==> src/verilog/flash_pkg.sv <==
`default_nettype none

package flash_pkg;

    // One byte on the SPI wires
    typedef logic [7:0] byte_t;

    // Three address bytes, sent MSB first
    localparam int ADDR_W = 24;

    // Flash commands used by the page-program sequence
    localparam byte_t CMD_WREN = 8'h06;   // Write enable
    localparam byte_t CMD_PP   = 8'h02;   // Page program
    localparam byte_t CMD_RDSR = 8'h05;   // Read status register

    // Status register bits
    localparam int STATUS_WIP = 0;        // Program still running
    localparam int STATUS_WEL = 1;        // Set by WREN, cleared when program ends

endpackage

`default_nettype wire

==> src/verilog/spi_byte_if.sv <==
`timescale 1ns/1ps
`default_nettype none

// One byte per request, frame ends after a byte with last set
interface spi_byte_if ();
    import flash_pkg::*;

    logic  go;        // Single cycle request
    logic  last;
    byte_t tx_byte;
    byte_t rx_byte;   // Held until the next done
    logic  done;

    modport seq (
        output go,
        output tx_byte,
        output last,
        input  rx_byte,
        input  done
    );

    modport shf (
        input  go,
        input  tx_byte,
        input  last,
        output rx_byte,
        output done
    );

endinterface

`default_nettype wire

==> src/verilog/flash_prog_top.sv <==
`timescale 1ns/1ps
`default_nettype none

module flash_prog_top #(
    parameter int HALF      = 5,    // SCK half period in sys_clk cycles
    parameter int MAX_POLLS = 8
) (
    input  logic                         sys_clk,
    input  logic                         sys_rst_n,
    input  logic                         start,
    input  logic [flash_pkg::ADDR_W-1:0] addr,
    input  flash_pkg::byte_t             wr_data,
    output logic                         busy,
    output logic                         done,
    output flash_pkg::byte_t             status,
    output logic                         wip_timeout,
    output logic                         spi_sck,
    output logic                         spi_mosi,
    output logic                         spi_cs_n,
    input  logic                         spi_miso
);

    // Byte requests from sequencer to shifter
    spi_byte_if bus_if ();

    page_program_seq #(
        .MAX_POLLS   (MAX_POLLS)
    ) i_seq (
        .sys_clk     (sys_clk),
        .sys_rst_n   (sys_rst_n),
        .start       (start),
        .addr        (addr),
        .wr_data     (wr_data),
        .bus         (bus_if.seq),
        .busy        (busy),
        .done        (done),
        .status      (status),
        .wip_timeout (wip_timeout)
    );

    spi_byte_shifter #(
        .HALF        (HALF)
    ) i_shf (
        .sys_clk     (sys_clk),
        .sys_rst_n   (sys_rst_n),
        .bus         (bus_if.shf),
        .spi_miso    (spi_miso),
        .spi_sck     (spi_sck),
        .spi_mosi    (spi_mosi),
        .spi_cs_n    (spi_cs_n)
    );

endmodule

`default_nettype wire

==> src/verilog/page_program_seq.sv <==
`timescale 1ns/1ps
`default_nettype none

module page_program_seq #(
    parameter int MAX_POLLS = 8    // RDSR frames before giving up
) (
    input  logic                         sys_clk,
    input  logic                         sys_rst_n,
    input  logic                         start,
    input  logic [flash_pkg::ADDR_W-1:0] addr,
    input  flash_pkg::byte_t             wr_data,
    spi_byte_if.seq                      bus,
    output logic                         busy,
    output logic                         done,
    output flash_pkg::byte_t             status,
    output logic                         wip_timeout
);
    import flash_pkg::*;

    localparam int POLL_W = $clog2(MAX_POLLS + 1);
    localparam logic [POLL_W-1:0] POLL_LAST = POLL_W'(MAX_POLLS - 1);

    // Each state names the byte currently in flight
    typedef enum logic [3:0] {
        S_IDLE,
        S_WREN,
        S_PP_OP,
        S_ADDR_H,
        S_ADDR_M,
        S_ADDR_L,
        S_DATA,
        S_RDSR_OP,
        S_RDSR_RD
    } state_t;

    state_t            state;
    logic [POLL_W-1:0] poll_cnt;    // RDSR frames already finished
    logic [ADDR_W-1:0] addr_q;
    byte_t             data_q;

    logic start_ok;
    logic wip_set;
    logic last_poll;

    assign start_ok  = (state == S_IDLE) && start;
    assign wip_set   = bus.rx_byte[STATUS_WIP];
    assign last_poll = (poll_cnt == POLL_LAST);

    // Request taken only when idle
    always_ff @(posedge sys_clk) begin
        if (start_ok) begin
            addr_q <= addr;
            data_q <= wr_data;
        end
    end

    always_ff @(posedge sys_clk or negedge sys_rst_n) begin
        if (!sys_rst_n) begin
            state       <= S_IDLE;
            poll_cnt    <= '0;
            busy        <= 1'b0;
            done        <= 1'b0;
            status      <= '0;
            wip_timeout <= 1'b0;
            bus.go      <= 1'b0;
            bus.tx_byte <= '0;
            bus.last    <= 1'b0;
        end else begin
            bus.go <= 1'b0;
            done   <= 1'b0;
            case (state)
                S_IDLE: begin
                    if (start_ok) begin
                        busy        <= 1'b1;
                        state       <= S_WREN;
                        bus.go      <= 1'b1;
                        bus.tx_byte <= CMD_WREN;
                        bus.last    <= 1'b1;    // WREN is a frame of its own
                    end
                end
                S_WREN: begin
                    if (bus.done) begin
                        state       <= S_PP_OP;
                        bus.go      <= 1'b1;
                        bus.tx_byte <= CMD_PP;
                        bus.last    <= 1'b0;
                    end
                end
                S_PP_OP: begin
                    if (bus.done) begin
                        state       <= S_ADDR_H;
                        bus.go      <= 1'b1;
                        bus.tx_byte <= addr_q[ADDR_W-1 -: 8];
                        bus.last    <= 1'b0;
                    end
                end
                S_ADDR_H: begin
                    if (bus.done) begin
                        state       <= S_ADDR_M;
                        bus.go      <= 1'b1;
                        bus.tx_byte <= addr_q[ADDR_W-9 -: 8];
                        bus.last    <= 1'b0;
                    end
                end
                S_ADDR_M: begin
                    if (bus.done) begin
                        state       <= S_ADDR_L;
                        bus.go      <= 1'b1;
                        bus.tx_byte <= addr_q[7:0];
                        bus.last    <= 1'b0;
                    end
                end
                S_ADDR_L: begin
                    if (bus.done) begin
                        state       <= S_DATA;
                        bus.go      <= 1'b1;
                        bus.tx_byte <= data_q;
                        bus.last    <= 1'b1;    // CS rise starts the program
                    end
                end
                S_DATA: begin
                    if (bus.done) begin
                        state       <= S_RDSR_OP;
                        poll_cnt    <= '0;
                        bus.go      <= 1'b1;
                        bus.tx_byte <= CMD_RDSR;
                        bus.last    <= 1'b0;
                    end
                end
                S_RDSR_OP: begin
                    if (bus.done) begin
                        state       <= S_RDSR_RD;
                        bus.go      <= 1'b1;
                        bus.tx_byte <= 8'hFF;   // Dummy while status shifts in
                        bus.last    <= 1'b1;
                    end
                end
                S_RDSR_RD: begin
                    if (bus.done) begin
                        if (!wip_set || last_poll) begin
                            // Finished or out of polls
                            state       <= S_IDLE;
                            busy        <= 1'b0;
                            done        <= 1'b1;
                            status      <= bus.rx_byte;
                            wip_timeout <= wip_set;
                        end else begin
                            state       <= S_RDSR_OP;
                            poll_cnt    <= poll_cnt + 1'b1;
                            bus.go      <= 1'b1;
                            bus.tx_byte <= CMD_RDSR;
                            bus.last    <= 1'b0;
                        end
                    end
                end
                default: state <= S_IDLE;
            endcase
        end
    end

endmodule

`default_nettype wire

==> src/verilog/spi_byte_shifter.sv <==
`timescale 1ns/1ps
`default_nettype none

module spi_byte_shifter #(
    parameter int HALF = 5    // Cycles per SCK half period, 2 or more
) (
    input  logic    sys_clk,
    input  logic    sys_rst_n,
    spi_byte_if.shf bus,
    input  logic    spi_miso,
    output logic    spi_sck,
    output logic    spi_mosi,
    output logic    spi_cs_n
);
    import flash_pkg::*;

    localparam int CNT_W = $clog2(2 * HALF);
    localparam logic [CNT_W-1:0] PH_END = CNT_W'(HALF - 1);
    localparam logic [CNT_W-1:0] DS_END = CNT_W'(2 * HALF - 1);

    typedef enum logic [1:0] {
        ST_IDLE,
        ST_SHIFT,
        ST_DESEL
    } state_t;

    state_t           state;
    logic [CNT_W-1:0] hcnt;      // Cycles within a half period
    logic [2:0]       bit_cnt;
    logic             last_q;
    byte_t            tx_sh;
    byte_t            rx_sh;

    logic start_byte;
    logic sck_rise;
    logic sck_fall;
    logic byte_fin;
    logic desel_end;
    logic byte_done;

    assign start_byte = (state == ST_IDLE) && bus.go;
    assign sck_rise   = (state == ST_SHIFT) && (hcnt == PH_END) && !spi_sck;
    assign sck_fall   = (state == ST_SHIFT) && (hcnt == PH_END) && spi_sck;
    assign byte_fin   = sck_fall && (bit_cnt == 3'd7);
    assign desel_end  = (state == ST_DESEL) && (hcnt == DS_END);
    assign byte_done  = (byte_fin && !last_q) || desel_end;

    always_ff @(posedge sys_clk or negedge sys_rst_n) begin
        if (!sys_rst_n) begin
            state    <= ST_IDLE;
            hcnt     <= '0;
            bit_cnt  <= '0;
            last_q   <= 1'b0;
            spi_sck  <= 1'b0;
            spi_mosi <= 1'b1;
            spi_cs_n <= 1'b1;
            bus.done <= 1'b0;
        end else begin
            bus.done <= byte_done;
            case (state)
                ST_IDLE: begin
                    if (start_byte) begin
                        state    <= ST_SHIFT;
                        hcnt     <= CNT_W'(1);     // MOSI set up here already
                        bit_cnt  <= '0;
                        last_q   <= bus.last;
                        spi_cs_n <= 1'b0;
                        spi_mosi <= bus.tx_byte[7];
                    end
                end
                ST_SHIFT: begin
                    if (hcnt != PH_END) begin
                        hcnt <= hcnt + 1'b1;
                    end else begin
                        hcnt    <= '0;
                        spi_sck <= !spi_sck;
                        if (spi_sck) begin
                            // Falling edge, next bit goes out
                            if (bit_cnt == 3'd7) begin
                                bit_cnt <= '0;
                                if (last_q) begin
                                    state    <= ST_DESEL;
                                    spi_cs_n <= 1'b1;
                                    spi_mosi <= 1'b1;
                                end else begin
                                    state <= ST_IDLE;   // CS stays low
                                end
                            end else begin
                                bit_cnt  <= bit_cnt + 1'b1;
                                spi_mosi <= tx_sh[6];
                            end
                        end
                    end
                end
                ST_DESEL: begin
                    // Deselect time before the frame counts as done
                    if (desel_end) begin
                        state <= ST_IDLE;
                    end else begin
                        hcnt <= hcnt + 1'b1;
                    end
                end
                default: state <= ST_IDLE;
            endcase
        end
    end

    always_ff @(posedge sys_clk) begin
        if (start_byte) begin
            tx_sh <= bus.tx_byte;
        end else if (sck_fall) begin
            tx_sh <= {tx_sh[6:0], 1'b0};
        end
        if (sck_rise) begin
            rx_sh <= {rx_sh[6:0], spi_miso};    // Sample on SCK rise
        end
        if (byte_done) begin
            bus.rx_byte <= rx_sh;
        end
    end

endmodule

`default_nettype wire
==> config.mk <==
export PLATFORM = sky130hd
export DESIGN_NAME = flash_prog_top
export DESIGN_NICKNAME = d
export VERILOG_FILES = /design/src/verilog/flash_pkg.sv /design/src/verilog/spi_byte_if.sv /design/src/verilog/flash_prog_top.sv /design/src/verilog/page_program_seq.sv /design/src/verilog/spi_byte_shifter.sv
export SDC_FILE = /design/constraint.sdc
export NUM_CORES = 1
export LEC_CHECK = 0
export BUFFER_PORTS_ARGS = -buffer_cell sky130_fd_sc_hd__buf_2
export CORE_MARGIN = 10
export CORE_UTILIZATION = 60
export CTS_BUF_LIST = sky130_fd_sc_hd__clkbuf_2
export DETAILED_ROUTE_END_ITERATION = 6
export PLACE_DENSITY = 0.85
export SKIP_LAST_GASP = 1
export SLEW_MARGIN = 20
export SYNTH_ARGS = -nofsm -noshare
export SYNTH_HDL_FRONTEND = slang
export SYNTH_SLANG_ARGS = --single-unit
==> constraint.sdc <==
create_clock -name sys_clk -period 4.06 [get_ports sys_clk]
set_clock_uncertainty 0.2 [all_clocks]
set_input_delay 0 -clock sys_clk [delete_from_list [all_inputs] [get_ports sys_clk]]
set_output_delay 0 -clock sys_clk [all_outputs]
set_load 0.02 [all_outputs]
==> results.md, run 1 <==
- Register area: ~2700 sq um
- Die width: 105.0 um
- Setup Buffers After CTS: 0
- Post-synthesis compound-gate area fraction: between 10% and 20%
- Synth Cell Area: 4339 sq um
- Io pins: 50
- RSZ-0062 raised after global routing: false
- Tcrit/Tclk final: 63.07%
- Number of global-route vias before repair: 3271
- Routed WL: 10.44 mm
- Die Ht: 105.0 um
- Mux cell area share after synthesis: 6.920%
- CTS tree: done
- Adder-cell share of the synthesized area: 2.884%
- FF+latch count, synth: 97
- Worst Setup End Kind: flop
- EDFF count, synth: between 50 and 60
- Tmin final: 2561 ps
- Slew Viols, Final: 0
- FILL cells: 378
- Root buf cell: clkbuf_2
- H-Tree Depth: 3
- Crit Path Category: flop to flop
- Syn. warnings: 0
- CTS max path bufs: 2
- # clock sinks: 97
- Main combinational cell family by area after synthesis: simple AND/OR/NAND/NOR gates
- Final setup fails: 0
- Largest net degree at the start of global routing: 41
- Starting utilization of the core area: 62.83%
- Critical-path cell list: nor2b_1 > a221oi_1 > a31oi_1 > mux2_4
- Placed cell area: about 4600 sq um
- Routability congestion estimate from global placement: 0.8439
- Avg Inst Size Synth: 13.39 sq um
- Worst skew pair latency: 590 ps
- Hold Path Class: input pin to flop
- Hpwl dp: 5.996 mm
- Post-detailed-route wirelength per cell: between 15 and 20 um
- DRC: 0
- First-pass GRT wire length: 17.01 mm
- DRT antenna net count: 0
- Largest stage delay on the critical path: 1060 ps
- Pwr/cell area: 288.5 nW/um^2
- CTS clock-pin slew for the worst setup and hold paths: ~270 ps
- Leakage Power: about 2.3 nW
- Netlist cell types: 57
- Design area: about 5500 sq um
- Required time worst endpoint: 4340 ps
- Layout overhead on the synthesized area: 25.61%
- Share of layout cells above drive strength 1: 22.35%
- Synthesized instance count: approximately 320
- Max-Cap Viols: 0
- Antenna Diode Count: 0
- Max IR drop VDD: 0.2332 mV
- Die Area: 11030 sq um
- Net Count, Synth: 370
- Area of the multi-input gates: 1516 sq um
- XOR/XNOR share of the synthesized area: 0.4037%
- Most used DFF post-synth: edfxtp_1
- Num rows: 30
- Port bufs: 49
- CP startpoint kind: flop
- Final Hold Fails: 0
- FFs w/ async S/R, synth: 43.30%
- Synth Area in Simple Gates: roughly an eighth
- Buf/Inv on CP: 0
- CP max-delay cell: dfrtp_1
- Setup TNS: 0 ps
- Critical Path Fanout Max: 35
- Sequential share of the synthesized area: between 60% and 70%
- Fin nets: 484
- Achievable Freq: 390.5 MHz
- Core ar.: 6907 sq um
- Vias per inst: 5.866
- Tot GR Track Use: 19.03%
- DR iter-0 viols: 264
- Routed via count: 3162
- GRT Residual Overflow: 0
- Least-Margin Pin Slew: 991.2 ps
- CP delay by family, top: flip-flops
- Status: complete, no violations
- CTS Buf Count: 9
- 1st-pass router iterations: 5
- Post_cts resized: 0
- Arr. time, crit path: 2840 ps
- Relative slew slack: 33.92%
- # hold bufs at CTS: 70
- Initial antenna violation count: 0
## sequential cells by signal, summed over array words and instances, names as in the netlist, 2 cells and up
name               cells
i_seq.addr_q          24
i_seq.bus.tx_byte      8
i_seq.data_q           8
i_seq.status           8
i_shf.bus.rx_byte      8
i_shf.rx_sh            8
i_shf.tx_sh            7
i_seq.poll_cnt         4
i_seq.state            4
i_shf.hcnt             4
i_shf.bit_cnt          3
i_shf.state            2
## report_power, final
group          switching [mW]  internal, mW  total (mW)  leakage, nW
sequential                  0          1.04        1.04         1.04
combinational          0.0258        0.0574      0.0831         1.17
clock                   0.353        0.0962       0.449       0.0659
total                   0.379          1.19        1.57         2.28
## synth_stat cells (all sizes together), types with 3 or more instances
master   number  share of area [%]
a21o          8                1.6
a21oi        10                1.2
a221oi        3               0.61
a22o          3               0.61
a2bb2oi       3               0.61
a31oi         4               0.58
and2          3               0.43
and4          3               0.61
and4b         4               0.92
buf           8                1.1
clkbuf        9               0.78
dfrtp        40                 23
edfxtp       55                 38
ha           10                2.9
inv          10               0.87
mux2         22                6.2
mux2i         3               0.69
nand2        17                1.8
nand2b        4               0.58
nand3         7               0.81
nand3b        4               0.69
nand4         4               0.72
nor2         12                1.0
nor2b        14                2.0
nor3b         4               0.69
o211ai        5               0.87
o21ai        19                2.2
o221ai        3               0.61
o22ai         3               0.43
## path summary, 6_finish.rpt
check	cells after the start	endpoint	slack, ps	startpoint
worst min-delay path	5	i_seq.busy	240	start
min in group asynchronous	3	i_shf.spi_cs_n	250	sys_rst_n
worst min register to register	0	i_shf.bus.rx_byte[0]	300	i_shf.rx_sh[0]
worst max-delay path	4	i_seq.bus.tx_byte[5]	1500	i_seq.state[2]
max in group asynchronous	4	i_seq.bus.tx_byte[2]	3160	sys_rst_n
worst max register to register	4	i_seq.bus.tx_byte[5]	1500	i_seq.state[2]
## logic make-up (layout without fill, tap and decap cells)
| kind of cell | Yosys count | after routing |
|---|---|---|
| buf+inv | 27 | 146 |
| xor+xnor | 2 | 2 |
| fa+ha+maj | 10 | 10 |
| simple gates | 87 | 87 |
| compound gates | 76 | 76 |
| mux | 25 | 25 |
| flops | 97 | 97 |
## final cells by class
type / instances / area share [%]
well taps: 96 / 2.204
multi-input cells: 200 / 27.82
inverters: 10 / 0.6887
repair buffers: 120 / 17.68
flip-flops and latches: 97 / 49.63
clock buffers: 9 / 0.8264
clock inverters: 7 / 1.148
## worst min-delay path: cells and delay by family
| kind | cells | cell delay, ps |
|---|---|---|
| buf+inv | 2 | 690 |
| simple gates | 2 | 260 |
| compound gates | 1 | 40 |
## per-layer routing
layer,track usage [%],wire (um),vias up
li1,-,-,1459
met1,21.60,3989,1541
met2,34.16,5622,135
met3,3.870,583,27
met4,7.451,247,0
met5,0,0,-
## cells in the final DEF, fill, tap and decap left out, types with 3 or more instances in the layout
cell type,netlist,layout
dlygate4sd3_1,0,69
nor3b_1,4,4
a31oi_1,4,4
a21oi_1,10,10
o22ai_1,3,3
o21ai_0,19,19
and4_1,3,3
mux2_4,6,6
ha_1,10,10
buf_2,6,49
a2bb2oi_1,3,3
o221ai_1,3,3
and2_1,3,3
nand4_1,3,3
a22o_1,3,3
nand3b_1,4,4
nor2b_1,14,14
edfxtp_1,55,55
o211ai_1,5,5
a221oi_1,3,3
dfrtp_1,40,40
nand2b_1,4,4
nand2_1,16,16
and4b_1,4,4
a21o_1,7,7
nor2_1,12,11
clkbuf_2,0,9
mux2_2,16,16
mux2i_1,3,3
nand3_1,7,7
inv_1,10,10
inv_8,0,3
## stage by stage
| stage | hold WS [ps] | worst slack (ps) | util (%) | power, mW | cells |
|---|---|---|---|---|---|
| finish | 243.4 | 1499 | 78.91 | 1.573 | 539 |
| floorplan | -495.6 | 1033 | - | 1.059 | 324 |
| CTS | 203.3 | 1591 | 78.91 | 1.562 | 539 |
| global route | 256.4 | 1421 | 78.91 | 1.622 | 539 |
| global placement | -24.05 | 1672 | 67.07 | 1.083 | 453 |
| detailed placement | -21.87 | 1609 | 67.07 | 1.084 | 453 |
Note: power is estimated with default switching activity, not from simulation.
==> run 2, diff against run 1 <==
--- a/config.mk
+++ b/config.mk
@@ -7,10 +7,10 @@
 export LEC_CHECK = 0
 export BUFFER_PORTS_ARGS = -buffer_cell sky130_fd_sc_hd__buf_2
 export CORE_MARGIN = 10
-export CORE_UTILIZATION = 60
+export CORE_UTILIZATION = 54
 export CTS_BUF_LIST = sky130_fd_sc_hd__clkbuf_2
 export DETAILED_ROUTE_END_ITERATION = 6
-export PLACE_DENSITY = 0.85
+export PLACE_DENSITY = 0.81
 export SKIP_LAST_GASP = 1
 export SLEW_MARGIN = 20
 export SYNTH_ARGS = -nofsm -noshare
==> constraint.sdc (replaced) <==
create_clock -name sys_clk -period 2.3 [get_ports sys_clk]
set_clock_uncertainty 0.2 [all_clocks]
set_input_delay 0 -clock sys_clk [delete_from_list [all_inputs] [get_ports sys_clk]]
set_output_delay 0 -clock sys_clk [all_outputs]
set_load 0.02 [all_outputs]
==> results.md, run 2 (synthesis results as in run 1) <==
- M1 wire length: 3.876 mm (-2.8%)
- CTS tree: done
- Slew Viols, Final: 0 (unchanged)
- Layout overhead on the synthesized area: 27.51%
- R2R setup slack: 200 ps (-1300 ps)
- Die width: 109.6 um (+4.4%)
- Tot GR Track Use: 17.40% (-1.6 points)
- Die Area: 12020 sq um (+9.0%)
- Reg2reg end: i_shf.bus.rx_byte[6]
- Number of global-route vias before repair: 3340 (+2.1%)
- Tcrit/Tclk final: 91.35% (+28 points)
- 1st-pass router iterations: 5 (unchanged)
- Post-placement worst setup slack: 108.4 ps (-1501 ps)
- # clock sinks: 97 (unchanged)
- Commonest cells after routing, fill and taps aside: dlygate4sd3_1, edfxtp_1, buf_2
- DR WL met3: 741 um (+27%)
- Final worst slack: 199.0 ps (-1300 ps)
- Port bufs: 49 (unchanged)
- Post-Route Utilization: 71.23% (-7.7 points)
- Largest stage delay on the critical path: 480 ps (-580 ps)
- RSZ-0062 raised after global routing: false
- Max reg flops: 24 (unchanged)
- Crit. Startpoint: i_shf.state[1]
- Root buf cell: clkbuf_2
- Critical-path cell list: inv_1 > ha_1 > and4b_1 > and2_2 > a21o_2
- Initial antenna violation count: 0 (unchanged)
- H-Tree Depth: 3 (unchanged)
- FILL cells: 506 (+34%)
- Die Ht: 109.6 um (+4.4%)
- Relative slew slack: 37.23% (+3.3 points)
- Antenna Diode Count: 0 (unchanged)
- Setup TNS: 0 ps (unchanged)
- Final Hold Fails: 0 (unchanged)
- Achievable Freq: 476.0 MHz (+22%)
- Leakage Power: 2.312 nW (+1.5%)
- R2R Path Start: i_shf.state[1]
- DR iter-0 viols: 243 (-8.0%)
- Post-detailed-route wirelength per cell: 17.60 um (-9.1%)
- Cell count along the critical path: 5 (+1)
- Io pins: 50 (unchanged)
- Least-Margin Pin Slew: 941.6 ps (-49.65 ps)
- Crit Path Category: flop to flop
- Hold Path Class: input pin to flop
- DRC: 0 (unchanged)
- Max-Cap Viols: 0 (unchanged)
- Placed cell count: 467 (+3.1%)
- Setup Buffers After CTS: 0 (unchanged)
- Reg2Reg Depth: 5 (+1)
- Buf/Inv on CP: 1 (+1)
- CP delay by family, top: simple AND/OR/NAND/NOR gates
- Largest net degree at the start of global routing: 43 (+4.9%)
- CTS max path bufs: 2 (unchanged)
- Status: complete, no violations
- Fin nets: 491 (+1.4%)
- GRT Residual Overflow: 0 (unchanged)
- Top Metal Used: met4
- CTS Buf Count: 9 (unchanged)
- Critical Path Fanout Max: 9 (-74%)
- Core ar.: 7767 sq um (+12%)
- CTS clock-pin slew for the worst setup and hold paths: 270 ps (about the same)
- Final Power: 2.824 mW (+80%)
- WL met2: 4.858 mm (-14%)
- Starting utilization of the core area: 55.86% (-7.0 points)
- Worst skew pair latency: 540 ps (-50 ps)
- CP startpoint kind: flop
- Pwr/cell area: 510.5 nW/um^2 (+77%)
- Required time worst endpoint: 2350 ps (-1990 ps)
- Share of layout cells above drive strength 1: 24.00% (+1.7 points)
- First-pass GRT wire length: 16.48 mm (-3.1%)
- Tmin final: 2101 ps (-459.7 ps)
- Biggest register: i_seq.addr_q
- Arr. time, crit path: 2150 ps (-690 ps)
- Routed WL: 9.715 mm (-7.0%)
- Final setup fails: 0 (unchanged)
- Commonest non-fill, non-tap cell in the layout: dlygate4sd3_1
- Hpwl dp: 5.723 mm (-4.6%)
- Worst Setup End Kind: flop
- Routed via count: 3141 (-0.66%)
- Final non-filler cell total: 552 (+2.4%)
- Num rows: 32 (+6.7%)
- Routability congestion estimate from global placement: 0.9072 (+7.5%)
- End of the critical path: i_shf.bus.rx_byte[6]
- CP max-delay cell: dfrtp_1
- DRT antenna net count: 0 (unchanged)
- Vias per inst: 5.690 (-3.0%)
- Max IR drop VDD: 0.3502 mV (+50%)
## run 2: changes by cell type in the layout (fill, tap and decap cells not counted)
cell,previous run,this run
bufinv_16,0,1
nor2_4,0,1
clkinvlp_4,1,2
inv_6,1,2
a21o_1,7,6
buf_4,1,8
and2_1,3,2
a21o_2,0,1
and2_2,0,1
nor2_2,1,0
clkinv_4,1,0
inv_8,3,1
## run 2: layout make-up
type | instances | area [sq um] | share of cell area [%]
Sequential cell | 97 | 2705 | 48.89
Multi-Input combinational cell | 200 | 1524 | 27.54
Tap cell | 102 | 127.6 | 2.307
Clock buffer | 9 | 45.04 | 0.8141
Clock inverter | 7 | 77.57 | 1.402
Timing Repair Buffer | 127 | 1016 | 18.36
Inverter | 10 | 37.54 | 0.6784
## run 2: worst min-delay path by stage
stage	slack, ps	depth (start not counted)	end	startpoint
after global placement	-20	1	i_seq.data_q[3]	wr_data[3]
after floorplan	-500	0	i_seq.bus.go	sys_rst_n
after global routing	220	5	i_seq.busy	start
after detailed placement	-20	1	i_seq.addr_q[23]	addr[23]
after CTS	170	5	i_seq.busy	start
final	210	5	i_seq.busy	start
## run 2: stage by stage
stage          cell area [sq um]  hold WS (ps)
2_1_floorplan               4347        -495.6
3_3_place_gp                4717        -23.62
3_5_place_dp                4717        -21.87
4_1_cts                     5530         171.1
5_1_grt                     5533         218.5
6_report                    5533         206.7
## run 2: timing repair
action                                  in CTS  in global routing
gates resized for setup                      0                  2
endpoints found under the setup margin       0                  9
hold buffers                                69                  0
hold endpoints to repair                   114                  0
## run 2: metal layers
layer | vias to the layer above | track usage [%]
met5 | - | 0
met4 | 0 | 7.714
met3 | 24 | 4.447
met2 | 130 | 29.05
met1 | 1515 | 20.85
li1 | 1472 | -
## run 2: worst register-to-register path, delay by kind of cell, from the launching register on
| kind | cells | cell delay (ps) |
|---|---|---|
| buffers and inverters | 1 | 90 |
| AO/OA/AOI/OAI | 1 | 260 |
| flip-flops | 1 | 480 |
| AND/OR/NAND/NOR | 2 | 520 |
| adder cells (fa/ha/maj) | 1 | 260 |
## run 2: power by group
| group | internal (mW) | switching, mW | total [mW] |
|---|---|---|---|
| Sequential | 1.84 | 0 | 1.84 |
| Clock | 0.264 | 0.588 | 0.852 |
| Combinational | 0.0973 | 0.0400 | 0.137 |
| Total | 2.20 | 0.628 | 2.82 |
